==> config.mk <==
export PLATFORM = sky130hd
export DESIGN_NAME = lbuf_subsys
export DESIGN_NICKNAME = d
export VERILOG_FILES = /design/src/lbuf_pkg.sv /design/src/addr_collector.sv /design/src/addr_fifo.sv /design/src/alloc_dispatch.sv /design/src/bank_allocator.sv /design/src/lbuf_subsys.sv
export SDC_FILE = /design/constraint.sdc
export NUM_CORES = 1
export LEC_CHECK = 0
export BUFFER_PORTS_ARGS = -buffer_cell sky130_fd_sc_hd__buf_2
export CORE_MARGIN = 8
export CORE_UTILIZATION = 40
export DETAILED_ROUTE_END_ITERATION = 8
export GPL_TIMING_DRIVEN = 0
export PLACE_DENSITY_LB_ADDON = 0.2
export SLEW_MARGIN = 20
export SYNTH_ARGS = -nofsm -noshare
export SYNTH_HDL_FRONTEND = slang
export SYNTH_SLANG_ARGS = --single-unit
==> constraint.sdc <==
create_clock -name i_clk -period 10.9 [get_ports i_clk]
set_input_delay 2.725 -clock i_clk [delete_from_list [all_inputs] [get_ports i_clk]]
set_output_delay 2.725 -clock i_clk [all_outputs]
set_load 0.005 [all_outputs]
==> src/lbuf_pkg.sv <==
// Local-buffer allocator constants, size table and region entry types
package lbuf_pkg;

	// ====================
	// Configurations
	// ====================
	// Block configurations known to the allocator
	localparam int N_CFG = 4;
	localparam int CFG_BW = 2;

	// ====================
	// Bank geometry
	// ====================
	// Bank address width, one bank is 2**LBW words
	localparam int LBW = 6;
	// Capacity needs one extra bit to hold a completely free bank
	localparam logic [LBW:0] CAPACITY = 1 << LBW;
	// Words written per write event
	localparam logic [LBW:0] VSIZE = 4;

	// Block size per configuration in words
	// Entry 0 is the lowest slice, each entry a multiple of VSIZE
	localparam logic [N_CFG-1:0][LBW:0] SIZE_TABLE = {7'd16, 7'd12, 7'd8, 7'd4};

	// ====================
	// Banks and queues
	// ====================
	localparam int N_BANK = 2;
	localparam int BANK_BW = 1;
	// Pending regions held per bank
	localparam int FIFO_DEPTH = 4;

	// Region granted inside one bank
	typedef struct packed {
		logic [LBW-1:0] addr;
		logic [LBW:0]   size;
	} lin_entry_t;

	// Released region tagged with the bank it came from
	typedef struct packed {
		logic [BANK_BW-1:0] bank;
		logic [LBW-1:0]     addr;
		logic [LBW:0]       size;
	} out_entry_t;

endpackage

==> src/addr_collector.sv <==
// Round-robin merge of per-bank released regions into one buffered stream
`timescale 1ns/10ps

module addr_collector (
	input  logic                         i_clk,
	input  logic                         i_rst,
	input  logic [lbuf_pkg::N_BANK-1:0]  i_bank_rdy,
	input  logic [lbuf_pkg::LBW-1:0]     i_bank_addr [lbuf_pkg::N_BANK],
	input  logic [lbuf_pkg::LBW:0]       i_bank_size [lbuf_pkg::N_BANK],
	output logic [lbuf_pkg::N_BANK-1:0]  o_bank_ack,
	output logic                         o_linear_rdy,
	input  logic                         i_linear_ack,
	output logic [lbuf_pkg::BANK_BW-1:0] o_linear_bank,
	output logic [lbuf_pkg::LBW-1:0]     o_linear_addr,
	output logic [lbuf_pkg::LBW:0]       o_linear_size
);

	// First bank to look at
	logic [lbuf_pkg::BANK_BW-1:0] rr_ptr_r;
	logic [lbuf_pkg::BANK_BW-1:0] scan_idx;
	logic [lbuf_pkg::BANK_BW-1:0] sel_bank;
	logic sel_found;
	logic grant;

	lbuf_pkg::out_entry_t push_entry;
	lbuf_pkg::out_entry_t head_entry;
	logic fifo_full;
	logic fifo_empty;

	// ====================
	// Arbiter
	// ====================
	always_comb begin
		sel_found = 1'b0;
		sel_bank = rr_ptr_r;
		scan_idx = rr_ptr_r;
		// Walk the banks starting at the pointer
		for (int k = 0; k < lbuf_pkg::N_BANK; k++) begin
			scan_idx = lbuf_pkg::BANK_BW'((int'(rr_ptr_r) + k) % lbuf_pkg::N_BANK);
			if (!sel_found && i_bank_rdy[scan_idx]) begin
				sel_found = 1'b1;
				sel_bank = scan_idx;
			end
		end
	end

	// No grant while the output buffer is full
	assign grant = sel_found && !fifo_full;

	always_comb begin
		o_bank_ack = '0;
		o_bank_ack[sel_bank] = grant;
	end

	always_ff @(posedge i_clk or negedge i_rst) begin
		if (!i_rst) begin
			rr_ptr_r <= '0;
		end else if (grant) begin
			// Step past the bank just served
			if (sel_bank == lbuf_pkg::BANK_BW'(lbuf_pkg::N_BANK - 1)) begin
				rr_ptr_r <= '0;
			end else begin
				rr_ptr_r <= sel_bank + 1'b1;
			end
		end
	end

	// ====================
	// Output buffer
	// ====================
	assign push_entry.bank = sel_bank;
	assign push_entry.addr = i_bank_addr[sel_bank];
	assign push_entry.size = i_bank_size[sel_bank];

	addr_fifo #(
		.T(lbuf_pkg::out_entry_t),
		.DEPTH(lbuf_pkg::FIFO_DEPTH)
	) u_out_fifo (
		.i_clk(i_clk),
		.i_rst(i_rst),
		.i_push(grant),
		.i_data(push_entry),
		.i_pop(o_linear_rdy && i_linear_ack),
		.o_data(head_entry),
		.o_full(fifo_full),
		.o_empty(fifo_empty)
	);

	assign o_linear_rdy = !fifo_empty;
	assign o_linear_bank = head_entry.bank;
	assign o_linear_addr = head_entry.addr;
	assign o_linear_size = head_entry.size;

	// Offered entry holds until it is taken
	a_out_stable: assert property (
		@(posedge i_clk) disable iff (!i_rst)
		o_linear_rdy && !i_linear_ack |=> o_linear_rdy && $stable(o_linear_bank)
			&& $stable(o_linear_addr) && $stable(o_linear_size)
	) else $error("addr_collector changed an unacknowledged output");

endmodule

==> src/addr_fifo.sv <==
// Shift-register FIFO for region entries, generic over the payload type
`timescale 1ns/10ps

module addr_fifo #(
	parameter type T = logic [7:0],
	parameter int DEPTH = 4
) (
	input  logic i_clk,
	input  logic i_rst,
	input  logic i_push,
	input  T     i_data,
	input  logic i_pop,
	output T     o_data,
	output logic o_full,
	output logic o_empty
);

	// ====================
	// Storage
	// ====================
	// Slot 0 is always the head
	T mem [DEPTH];
	// Occupancy, needs to reach DEPTH
	logic [$clog2(DEPTH+1)-1:0] cnt_r;
	// Slot that takes the new entry this cycle
	logic [$clog2(DEPTH+1)-1:0] wr_idx;

	assign o_full = (cnt_r == DEPTH);
	assign o_empty = (cnt_r == '0);
	assign o_data = mem[0];

	// A pop moves everything down one slot, so the free slot moves too
	assign wr_idx = i_pop ? cnt_r - 1'b1 : cnt_r;

	// ====================
	// Occupancy
	// ====================
	always_ff @(posedge i_clk or negedge i_rst) begin
		if (!i_rst) begin
			cnt_r <= '0;
		end else begin
			case ({i_push, i_pop})
				2'b10: cnt_r <= cnt_r + 1'b1;
				2'b01: cnt_r <= cnt_r - 1'b1;
				default: cnt_r <= cnt_r;
			endcase
		end
	end

	// ====================
	// Slot array
	// ====================
	always_ff @(posedge i_clk) begin
		for (int i = 0; i < DEPTH; i++) begin
			if (i_push && (wr_idx == i)) begin
				// New entry lands in the first free slot
				mem[i] <= i_data;
			end else if (i_pop && (i < DEPTH - 1)) begin
				// Shift toward the head
				mem[i] <= mem[i+1];
			end
		end
	end

	// Owner gates pops on its own ready signal
	a_no_pop_empty: assert property (
		@(posedge i_clk) disable iff (!i_rst)
		i_pop |-> !o_empty
	) else $error("addr_fifo popped while empty");

endmodule

==> src/alloc_dispatch.sv <==
// Request and event router that looks up block sizes and fans out to banks
`timescale 1ns/10ps

module alloc_dispatch (
	input  logic                               i_clk,
	input  logic                               i_rst,
	input  logic                               i_alloc_rdy,
	input  logic [lbuf_pkg::BANK_BW-1:0]       i_alloc_bank,
	input  logic [lbuf_pkg::CFG_BW-1:0]        i_alloc_cfg,
	input  logic [lbuf_pkg::N_BANK-1:0]        i_bank_alloc_ack,
	input  logic                               i_free_dval,
	input  logic [lbuf_pkg::BANK_BW-1:0]       i_free_bank,
	input  logic [lbuf_pkg::CFG_BW-1:0]        i_free_cfg,
	input  logic                               i_re_dval,
	input  logic [lbuf_pkg::BANK_BW-1:0]       i_re_bank,
	input  logic                               i_blkdone_dval,
	input  logic [lbuf_pkg::BANK_BW-1:0]       i_blkdone_bank,
	output logic                               o_alloc_ack,
	output logic [lbuf_pkg::N_BANK-1:0]        o_bank_alloc_rdy,
	output logic [lbuf_pkg::LBW:0]             o_alloc_size,
	output logic [lbuf_pkg::N_BANK-1:0]        o_bank_free_dval,
	output logic [lbuf_pkg::LBW:0]             o_free_size,
	output logic [lbuf_pkg::N_BANK-1:0]        o_bank_re_dval,
	output logic [lbuf_pkg::N_BANK-1:0]        o_bank_blkdone_dval
);

	// One-hot event hits before the register stage
	logic [lbuf_pkg::N_BANK-1:0] free_hit;
	logic [lbuf_pkg::N_BANK-1:0] re_hit;
	logic [lbuf_pkg::N_BANK-1:0] blkdone_hit;

	// ====================
	// Request side
	// ====================
	// Size lookup is shared, only the ready goes to one bank
	assign o_alloc_size = lbuf_pkg::SIZE_TABLE[i_alloc_cfg];
	// Only the addressed bank can answer
	assign o_alloc_ack = |i_bank_alloc_ack;

	always_comb begin
		for (int b = 0; b < lbuf_pkg::N_BANK; b++) begin
			o_bank_alloc_rdy[b] = i_alloc_rdy && (i_alloc_bank == lbuf_pkg::BANK_BW'(b));
			free_hit[b] = i_free_dval && (i_free_bank == lbuf_pkg::BANK_BW'(b));
			re_hit[b] = i_re_dval && (i_re_bank == lbuf_pkg::BANK_BW'(b));
			blkdone_hit[b] = i_blkdone_dval && (i_blkdone_bank == lbuf_pkg::BANK_BW'(b));
		end
	end

	// ====================
	// Event register
	// ====================
	// Events reach the banks one clock after the strobe
	always_ff @(posedge i_clk or negedge i_rst) begin
		if (!i_rst) begin
			o_bank_free_dval <= '0;
			o_bank_re_dval <= '0;
			o_bank_blkdone_dval <= '0;
		end else begin
			o_bank_free_dval <= free_hit;
			o_bank_re_dval <= re_hit;
			o_bank_blkdone_dval <= blkdone_hit;
		end
	end

	// Freed size travels alongside the registered strobe
	always_ff @(posedge i_clk) begin
		if (i_free_dval) begin
			o_free_size <= lbuf_pkg::SIZE_TABLE[i_free_cfg];
		end
	end

	a_ack_onehot: assert property (
		@(posedge i_clk) disable iff (!i_rst)
		$onehot0(i_bank_alloc_ack)
	) else $error("alloc_dispatch saw more than one bank acknowledge");

	a_ack_has_rdy: assert property (
		@(posedge i_clk) disable iff (!i_rst)
		(i_bank_alloc_ack & ~o_bank_alloc_rdy) == '0
	) else $error("alloc_dispatch saw a bank acknowledge without ready");

endmodule

==> src/bank_allocator.sv <==
// Single scratchpad bank with capacity, cursor, written-word count and region queue
`timescale 1ns/10ps

module bank_allocator (
	input  logic                       i_clk,
	input  logic                       i_rst,
	// Allocation request, ready/acknowledge
	input  logic                       i_alloc_rdy,
	input  logic [lbuf_pkg::LBW:0]     i_alloc_size,
	output logic                       o_alloc_ack,
	// Registered events from the dispatcher
	input  logic                       i_free_dval,
	input  logic [lbuf_pkg::LBW:0]     i_free_size,
	input  logic                       i_re_dval,
	input  logic                       i_blkdone_dval,
	// Released region, ready/acknowledge
	output logic                       o_linear_rdy,
	input  logic                       i_linear_ack,
	output logic [lbuf_pkg::LBW-1:0]   o_linear_addr,
	output logic [lbuf_pkg::LBW:0]     o_linear_size
);

	// ====================
	// State
	// ====================
	// Free words left in the bank
	logic [lbuf_pkg::LBW:0]   capacity_r;
	logic [lbuf_pkg::LBW:0]   capacity_w;
	// Next write address that wraps with the bank
	logic [lbuf_pkg::LBW-1:0] cur_r;
	logic [lbuf_pkg::LBW-1:0] cur_w;
	// Words written but not yet released
	logic [lbuf_pkg::LBW:0]   valid_r;
	logic [lbuf_pkg::LBW:0]   valid_w;

	// Queue of granted regions
	lbuf_pkg::lin_entry_t push_entry;
	lbuf_pkg::lin_entry_t head_entry;
	logic fifo_full;
	logic fifo_empty;
	logic fifo_pop;

	logic has_space;

	// ====================
	// Region queue
	// ====================
	assign push_entry.addr = cur_r;
	assign push_entry.size = i_alloc_size;

	addr_fifo #(
		.T(lbuf_pkg::lin_entry_t),
		.DEPTH(lbuf_pkg::FIFO_DEPTH)
	) u_region_fifo (
		.i_clk(i_clk),
		.i_rst(i_rst),
		.i_push(o_alloc_ack),
		.i_data(push_entry),
		.i_pop(fifo_pop),
		.o_data(head_entry),
		.o_full(fifo_full),
		.o_empty(fifo_empty)
	);

	// ====================
	// Handshakes
	// ====================
	// Grant needs both room in the bank and a slot in the queue
	assign has_space = (capacity_r >= i_alloc_size);
	assign o_alloc_ack = i_alloc_rdy && has_space && !fifo_full;

	// Head leaves only once its words are all written
	assign o_linear_rdy = !fifo_empty && (valid_r >= head_entry.size);
	assign o_linear_addr = head_entry.addr;
	assign o_linear_size = head_entry.size;
	assign fifo_pop = o_linear_rdy && i_linear_ack;

	// ====================
	// Next state
	// ====================
	always_comb begin
		case ({o_alloc_ack, i_free_dval})
			2'b01: capacity_w = capacity_r + i_free_size;
			2'b10: capacity_w = capacity_r - i_alloc_size;
			2'b11: capacity_w = capacity_r - i_alloc_size + i_free_size;
			default: capacity_w = capacity_r;
		endcase
	end

	always_comb begin
		// Release and a write event may land together
		case ({fifo_pop, i_re_dval})
			2'b01: valid_w = valid_r + lbuf_pkg::VSIZE;
			2'b10: valid_w = valid_r - head_entry.size;
			2'b11: valid_w = valid_r - head_entry.size + lbuf_pkg::VSIZE;
			default: valid_w = valid_r;
		endcase
	end

	always_comb begin
		// Block done wins and a grant in the same cycle still used the old cursor
		if (i_blkdone_dval) begin
			cur_w = '0;
		end else if (o_alloc_ack) begin
			// Carry is dropped because the bank is circular
			cur_w = cur_r + i_alloc_size[lbuf_pkg::LBW-1:0];
		end else begin
			cur_w = cur_r;
		end
	end

	// ====================
	// Registers
	// ====================
	always_ff @(posedge i_clk or negedge i_rst) begin
		if (!i_rst) begin
			capacity_r <= lbuf_pkg::CAPACITY;
			cur_r <= '0;
			valid_r <= '0;
		end else begin
			capacity_r <= capacity_w;
			cur_r <= cur_w;
			valid_r <= valid_w;
		end
	end

	// Frees must match earlier grants
	a_cap_bound: assert property (
		@(posedge i_clk) disable iff (!i_rst)
		capacity_r <= lbuf_pkg::CAPACITY
	) else $error("bank_allocator capacity above bank size");

endmodule

==> src/lbuf_subsys.sv <==
// Local-buffer allocator top with dispatcher, bank array and release collector
`timescale 1ns/10ps

module lbuf_subsys (
	input  logic                         i_clk,
	input  logic                         i_rst,
	input  logic                         i_alloc_rdy,
	output logic                         o_alloc_ack,
	input  logic [lbuf_pkg::BANK_BW-1:0] i_alloc_bank,
	input  logic [lbuf_pkg::CFG_BW-1:0]  i_alloc_cfg,
	input  logic                         i_free_dval,
	input  logic [lbuf_pkg::BANK_BW-1:0] i_free_bank,
	input  logic [lbuf_pkg::CFG_BW-1:0]  i_free_cfg,
	input  logic                         i_re_dval,
	input  logic [lbuf_pkg::BANK_BW-1:0] i_re_bank,
	input  logic                         i_blkdone_dval,
	input  logic [lbuf_pkg::BANK_BW-1:0] i_blkdone_bank,
	output logic                         o_linear_rdy,
	input  logic                         i_linear_ack,
	output logic [lbuf_pkg::BANK_BW-1:0] o_linear_bank,
	output logic [lbuf_pkg::LBW-1:0]     o_linear_addr,
	output logic [lbuf_pkg::LBW:0]       o_linear_size
);

	// ====================
	// Request side wires
	// ====================
	logic [lbuf_pkg::N_BANK-1:0] bank_alloc_rdy;
	logic [lbuf_pkg::N_BANK-1:0] bank_alloc_ack;
	logic [lbuf_pkg::LBW:0]      alloc_size;
	logic [lbuf_pkg::N_BANK-1:0] bank_free_dval;
	logic [lbuf_pkg::LBW:0]      free_size;
	logic [lbuf_pkg::N_BANK-1:0] bank_re_dval;
	logic [lbuf_pkg::N_BANK-1:0] bank_blkdone_dval;

	// Release side wires
	logic [lbuf_pkg::N_BANK-1:0] bank_linear_rdy;
	logic [lbuf_pkg::N_BANK-1:0] bank_linear_ack;
	logic [lbuf_pkg::LBW-1:0]    bank_linear_addr [lbuf_pkg::N_BANK];
	logic [lbuf_pkg::LBW:0]      bank_linear_size [lbuf_pkg::N_BANK];

	alloc_dispatch u_dispatch (
		.i_clk(i_clk),
		.i_rst(i_rst),
		.i_alloc_rdy(i_alloc_rdy),
		.i_alloc_bank(i_alloc_bank),
		.i_alloc_cfg(i_alloc_cfg),
		.i_bank_alloc_ack(bank_alloc_ack),
		.i_free_dval(i_free_dval),
		.i_free_bank(i_free_bank),
		.i_free_cfg(i_free_cfg),
		.i_re_dval(i_re_dval),
		.i_re_bank(i_re_bank),
		.i_blkdone_dval(i_blkdone_dval),
		.i_blkdone_bank(i_blkdone_bank),
		.o_alloc_ack(o_alloc_ack),
		.o_bank_alloc_rdy(bank_alloc_rdy),
		.o_alloc_size(alloc_size),
		.o_bank_free_dval(bank_free_dval),
		.o_free_size(free_size),
		.o_bank_re_dval(bank_re_dval),
		.o_bank_blkdone_dval(bank_blkdone_dval)
	);

	// ====================
	// Bank array
	// ====================
	for (genvar gb = 0; gb < lbuf_pkg::N_BANK; gb++) begin : g_bank
		bank_allocator u_bank (
			.i_clk(i_clk),
			.i_rst(i_rst),
			.i_alloc_rdy(bank_alloc_rdy[gb]),
			.i_alloc_size(alloc_size),
			.o_alloc_ack(bank_alloc_ack[gb]),
			.i_free_dval(bank_free_dval[gb]),
			.i_free_size(free_size),
			.i_re_dval(bank_re_dval[gb]),
			.i_blkdone_dval(bank_blkdone_dval[gb]),
			.o_linear_rdy(bank_linear_rdy[gb]),
			.i_linear_ack(bank_linear_ack[gb]),
			.o_linear_addr(bank_linear_addr[gb]),
			.o_linear_size(bank_linear_size[gb])
		);
	end

	addr_collector u_collector (
		.i_clk(i_clk),
		.i_rst(i_rst),
		.i_bank_rdy(bank_linear_rdy),
		.i_bank_addr(bank_linear_addr),
		.i_bank_size(bank_linear_size),
		.o_bank_ack(bank_linear_ack),
		.o_linear_rdy(o_linear_rdy),
		.i_linear_ack(i_linear_ack),
		.o_linear_bank(o_linear_bank),
		.o_linear_addr(o_linear_addr),
		.o_linear_size(o_linear_size)
	);

endmodule

==> metrics.md <==
| Metric | Value |
|---|---|
| Nets | `696` |
| Synthesis-to-finish area growth | `13.7%` |
| Kind of critical path | `primary input to output pin` |
| Post-Synthesis Cells | `583` |
| Seq cells post-synth | `135` |
| Asr flop ratio synth | `32.6%` |
| Number of flops mapped to enable cells by yosys | `91` |
| Drt initial violations | `218` |
| GR Util All Layers | `12.2%` |
| Filler cell count | `1,646` |
| Final Setup Violations | `0` |
| Leading area contributor after synthesis | `edfxtp_1` |
| H-tree levels | `4` |
| # diodes | `0` |
| Total Wirelength | `13,700 µm` |
| CTS tree | `done` |
| Die Wd | `153 µm` |
| Chip height | `153 µm` |
| DRC | `0` |
| Longest Clk Path Bufs | `2` |
| Worst rel slew slack | `28.9%` |
| GPL Wtd Cong | `0.812` |
| Largest net degree at the start of global routing | `45` |
| Core Area | `18,500 µm²` |
| Initial antenna violation count | `0` |
| Most common cell in the netlist | `edfxtp_1` |
| RSZ-0062 raised after global routing | `false` |
| DIE AREA | `23,400 µm²` |
| Vias | `4,484` |
| Crit path time final | `8060 ps` |
| Part of the cycle the worst path needs | `73.9%` |
| Setup crit end kind | `output pin` |
| Startpoint types | `primary input` |
| Crit Path Max Fanout | `11` |
| Max Fclk | `0.124 GHz` |
| # Post-CTS Setup Buffers | `0` |
| Vias in the first global route | `4,635` |
| CP Data Required Time | `8180 ps` |
| Synth top area share | `36.5%` |
| Hold Buf Count CTS | `0` |
| Clock Sinks | `135` |
| Register area share after synthesis | `51.2%` |
| First-pass DRT Iterations | `4` |
| Syn. warnings | `0` |
| Initial core utilization | `40.5%` |
| Port Buffers | `24` |
| Clk Latency, worst-skew pair | `420 ps` |
| Cell area after synthesis | `7490 µm²` |
| Max Cap Viol | `0` |
| Antenna-violating nets left | `0` |
| Setup TNS | `0 ps` |
| Clock Skew | `10.7 ps` |
| Clock transition at the registers of the reported paths | `50 ps` |
| Avg Cell Area, Syn | `12.9 µm²` |
| Max Transition Viols Final | `0` |
| Top cells by count, synth | `edfxtp_1 (91), mux2_2 (78), ha_1 (46), dfrtp_1 (42), nand2_1 (42)` |
| Clock root buffer | `clkbuf_16` |
| First-pass GRT wire length | `23,100 µm` |
| Top FF cell, synth | `edfxtp_1` |
| Proportion of layout cells with a drive suffix above 1 | `25.8%` |
| I/O pins | `31` |
| Final hold violations | `0` |
| Worst Hold Class | `flip-flop to flip-flop` |
| DP Wirelength | `10,000 µm` |
| WL per Instance | `15.6 µm` |
| Status | `complete, no violations` |
| Number of CTS-inserted buffers | `17` |
| Worst-Margin Slew | `1060 ps` |
| Total grt overflow | `0` |
| Cts repair resizes | `0` |
| Unique masters post-synth | `59` |
| Vias per Instance | `5.11` |
| Largest cells by area after synthesis | `edfxtp_1 (36%), dfrtp_1 (14%), mux2_2 (12%)` |
| Critical Path AT | `5340 ps` |
| Final core utilization | `46.0%` |
| FP Rows | `50` |
-- routing by layer --
metal | vias up | part of all wire (%) | track usage (%)
met5 | - | 0 | 0
met1 | 2179 | 45 | 14.3
met2 | 56 | 50 | 20.9
met4 | 0 | 1.9 | 5.14
met3 | 17 | 3.1 | 3.41
li1 | 2232 | - | -
-- worst paths after layout --
| check | from | endpoint | depth (start not counted) | slack [ps] |
|---|---|---|---|---|
| max in group asynchronous | i_rst | g_bank[0].u_bank.valid_r[4]$_DFFE_PN0P_ | 1 | 8150 |
| min in group asynchronous | i_rst | u_dispatch.o_bank_free_dval[1]$_DFF_PN0_ | 1 | 2320 |
| hold reg to reg | g_bank[1].u_bank.valid_r[6]$_DFFE_PN0P_ | g_bank[1].u_bank.valid_r[6]$_DFFE_PN0P_ | 1 | 460 |
| setup / recovery | i_alloc_cfg[1] | o_alloc_ack | 11 | 2840 |
| setup reg to reg | g_bank[0].u_bank.u_region_fifo.cnt_r[0]$_DFFE_PN0P_ | g_bank[0].u_bank.capacity_r[6]$_DFFE_PN1P_ | 15 | 6940 |
| hold / removal | g_bank[1].u_bank.valid_r[6]$_DFFE_PN0P_ | g_bank[1].u_bank.valid_r[6]$_DFFE_PN0P_ | 1 | 460 |
-- area by class of cell --
class / instances / area, µm² / share of cell area, %
Clock buffer: 19 / 433 / 5.08
Buffer: 21 / 120 / 1.41
Clock inverter: 13 / 130 / 1.53
Timing Repair Buffer: 24 / 123 / 1.44
Tap cell: 234 / 293 / 3.44
Sequential cell: 135 / 3840 / 45.0
Inverter: 39 / 146 / 1.72
Multi-Input combinational cell: 393 / 3440 / 40.4
-- cell families after synthesis --
| group | after synthesis | synth area share [%] |
|---|---|---|
| other | 1 | 0.0500 |
| buffers and inverters | 60 | 3.56 |
| AO/OA/AOI/OAI | 89 | 9.73 |
| adder cells (fa/ha/maj) | 54 | 9.30 |
| AND/OR/NAND/NOR | 101 | 6.46 |
| XOR/XNOR | 41 | 4.79 |
| flip-flops | 135 | 51.2 |
| multiplexers | 102 | 14.9 |
-- worst max-delay path, cell delays in order --
cell	delay, ps
buf_2	110
ha_1	500
inv_1	180
ha_1	380
a311o_1	350
o31a_1	300
buf_6	180
inv_1	100
buf_2	250
nand2_1	110
buf_2	140
-- state kept, by name, summed over array words and instances, names as in the netlist --
name and count:
g_bank.u_bank.u_region_fifo.mem 56, u_collector.rr_ptr_r 1, u_collector.u_out_fifo.cnt_r 3, u_dispatch.o_free_size 3, g_bank.u_bank.cur_r 8, u_dispatch.o_bank_re_dval 2, u_dispatch.o_bank_free_dval 2, u_collector.u_out_fifo.mem 32
u_dispatch.o_bank_blkdone_dval 2, g_bank.u_bank.valid_r 10, g_bank.u_bank.u_region_fifo.cnt_r 6, g_bank.u_bank.capacity_r 10
-- stage by stage --
| stage | instance area (µm²) | hold WS, ps | setup slack, ps | instances |
|---|---|---|---|---|
| CTS | 8520 | 468 | 2790 | 878 |
| detailed placement | 7960 | 461 | 2800 | 846 |
| finish | 8520 | 461 | 2840 | 878 |
| global placement | 7930 | 455 | 2840 | 846 |
| global route | 8520 | 502 | 2620 | 878 |
| floorplan | 7510 | 433 | 3630 | 588 |
-- cell usage in the layout (no fill, tap or decap), types with 11 or more instances in the layout --
cell	instances
edfxtp_1	91
mux2_2	78
ha_1	46
nand2_1	42
dfrtp_1	42
inv_1	37
buf_2	26
xnor2_1	24
mux2i_1	24
o21ai_0	22
a21oi_1	22
nor2_1	21
xor2_1	17
clkbuf_16	17
clkbuf_1	11
Power is not shown: default switching activity piles up to over one toggle a cycle in this logic, so the estimate is an artifact.
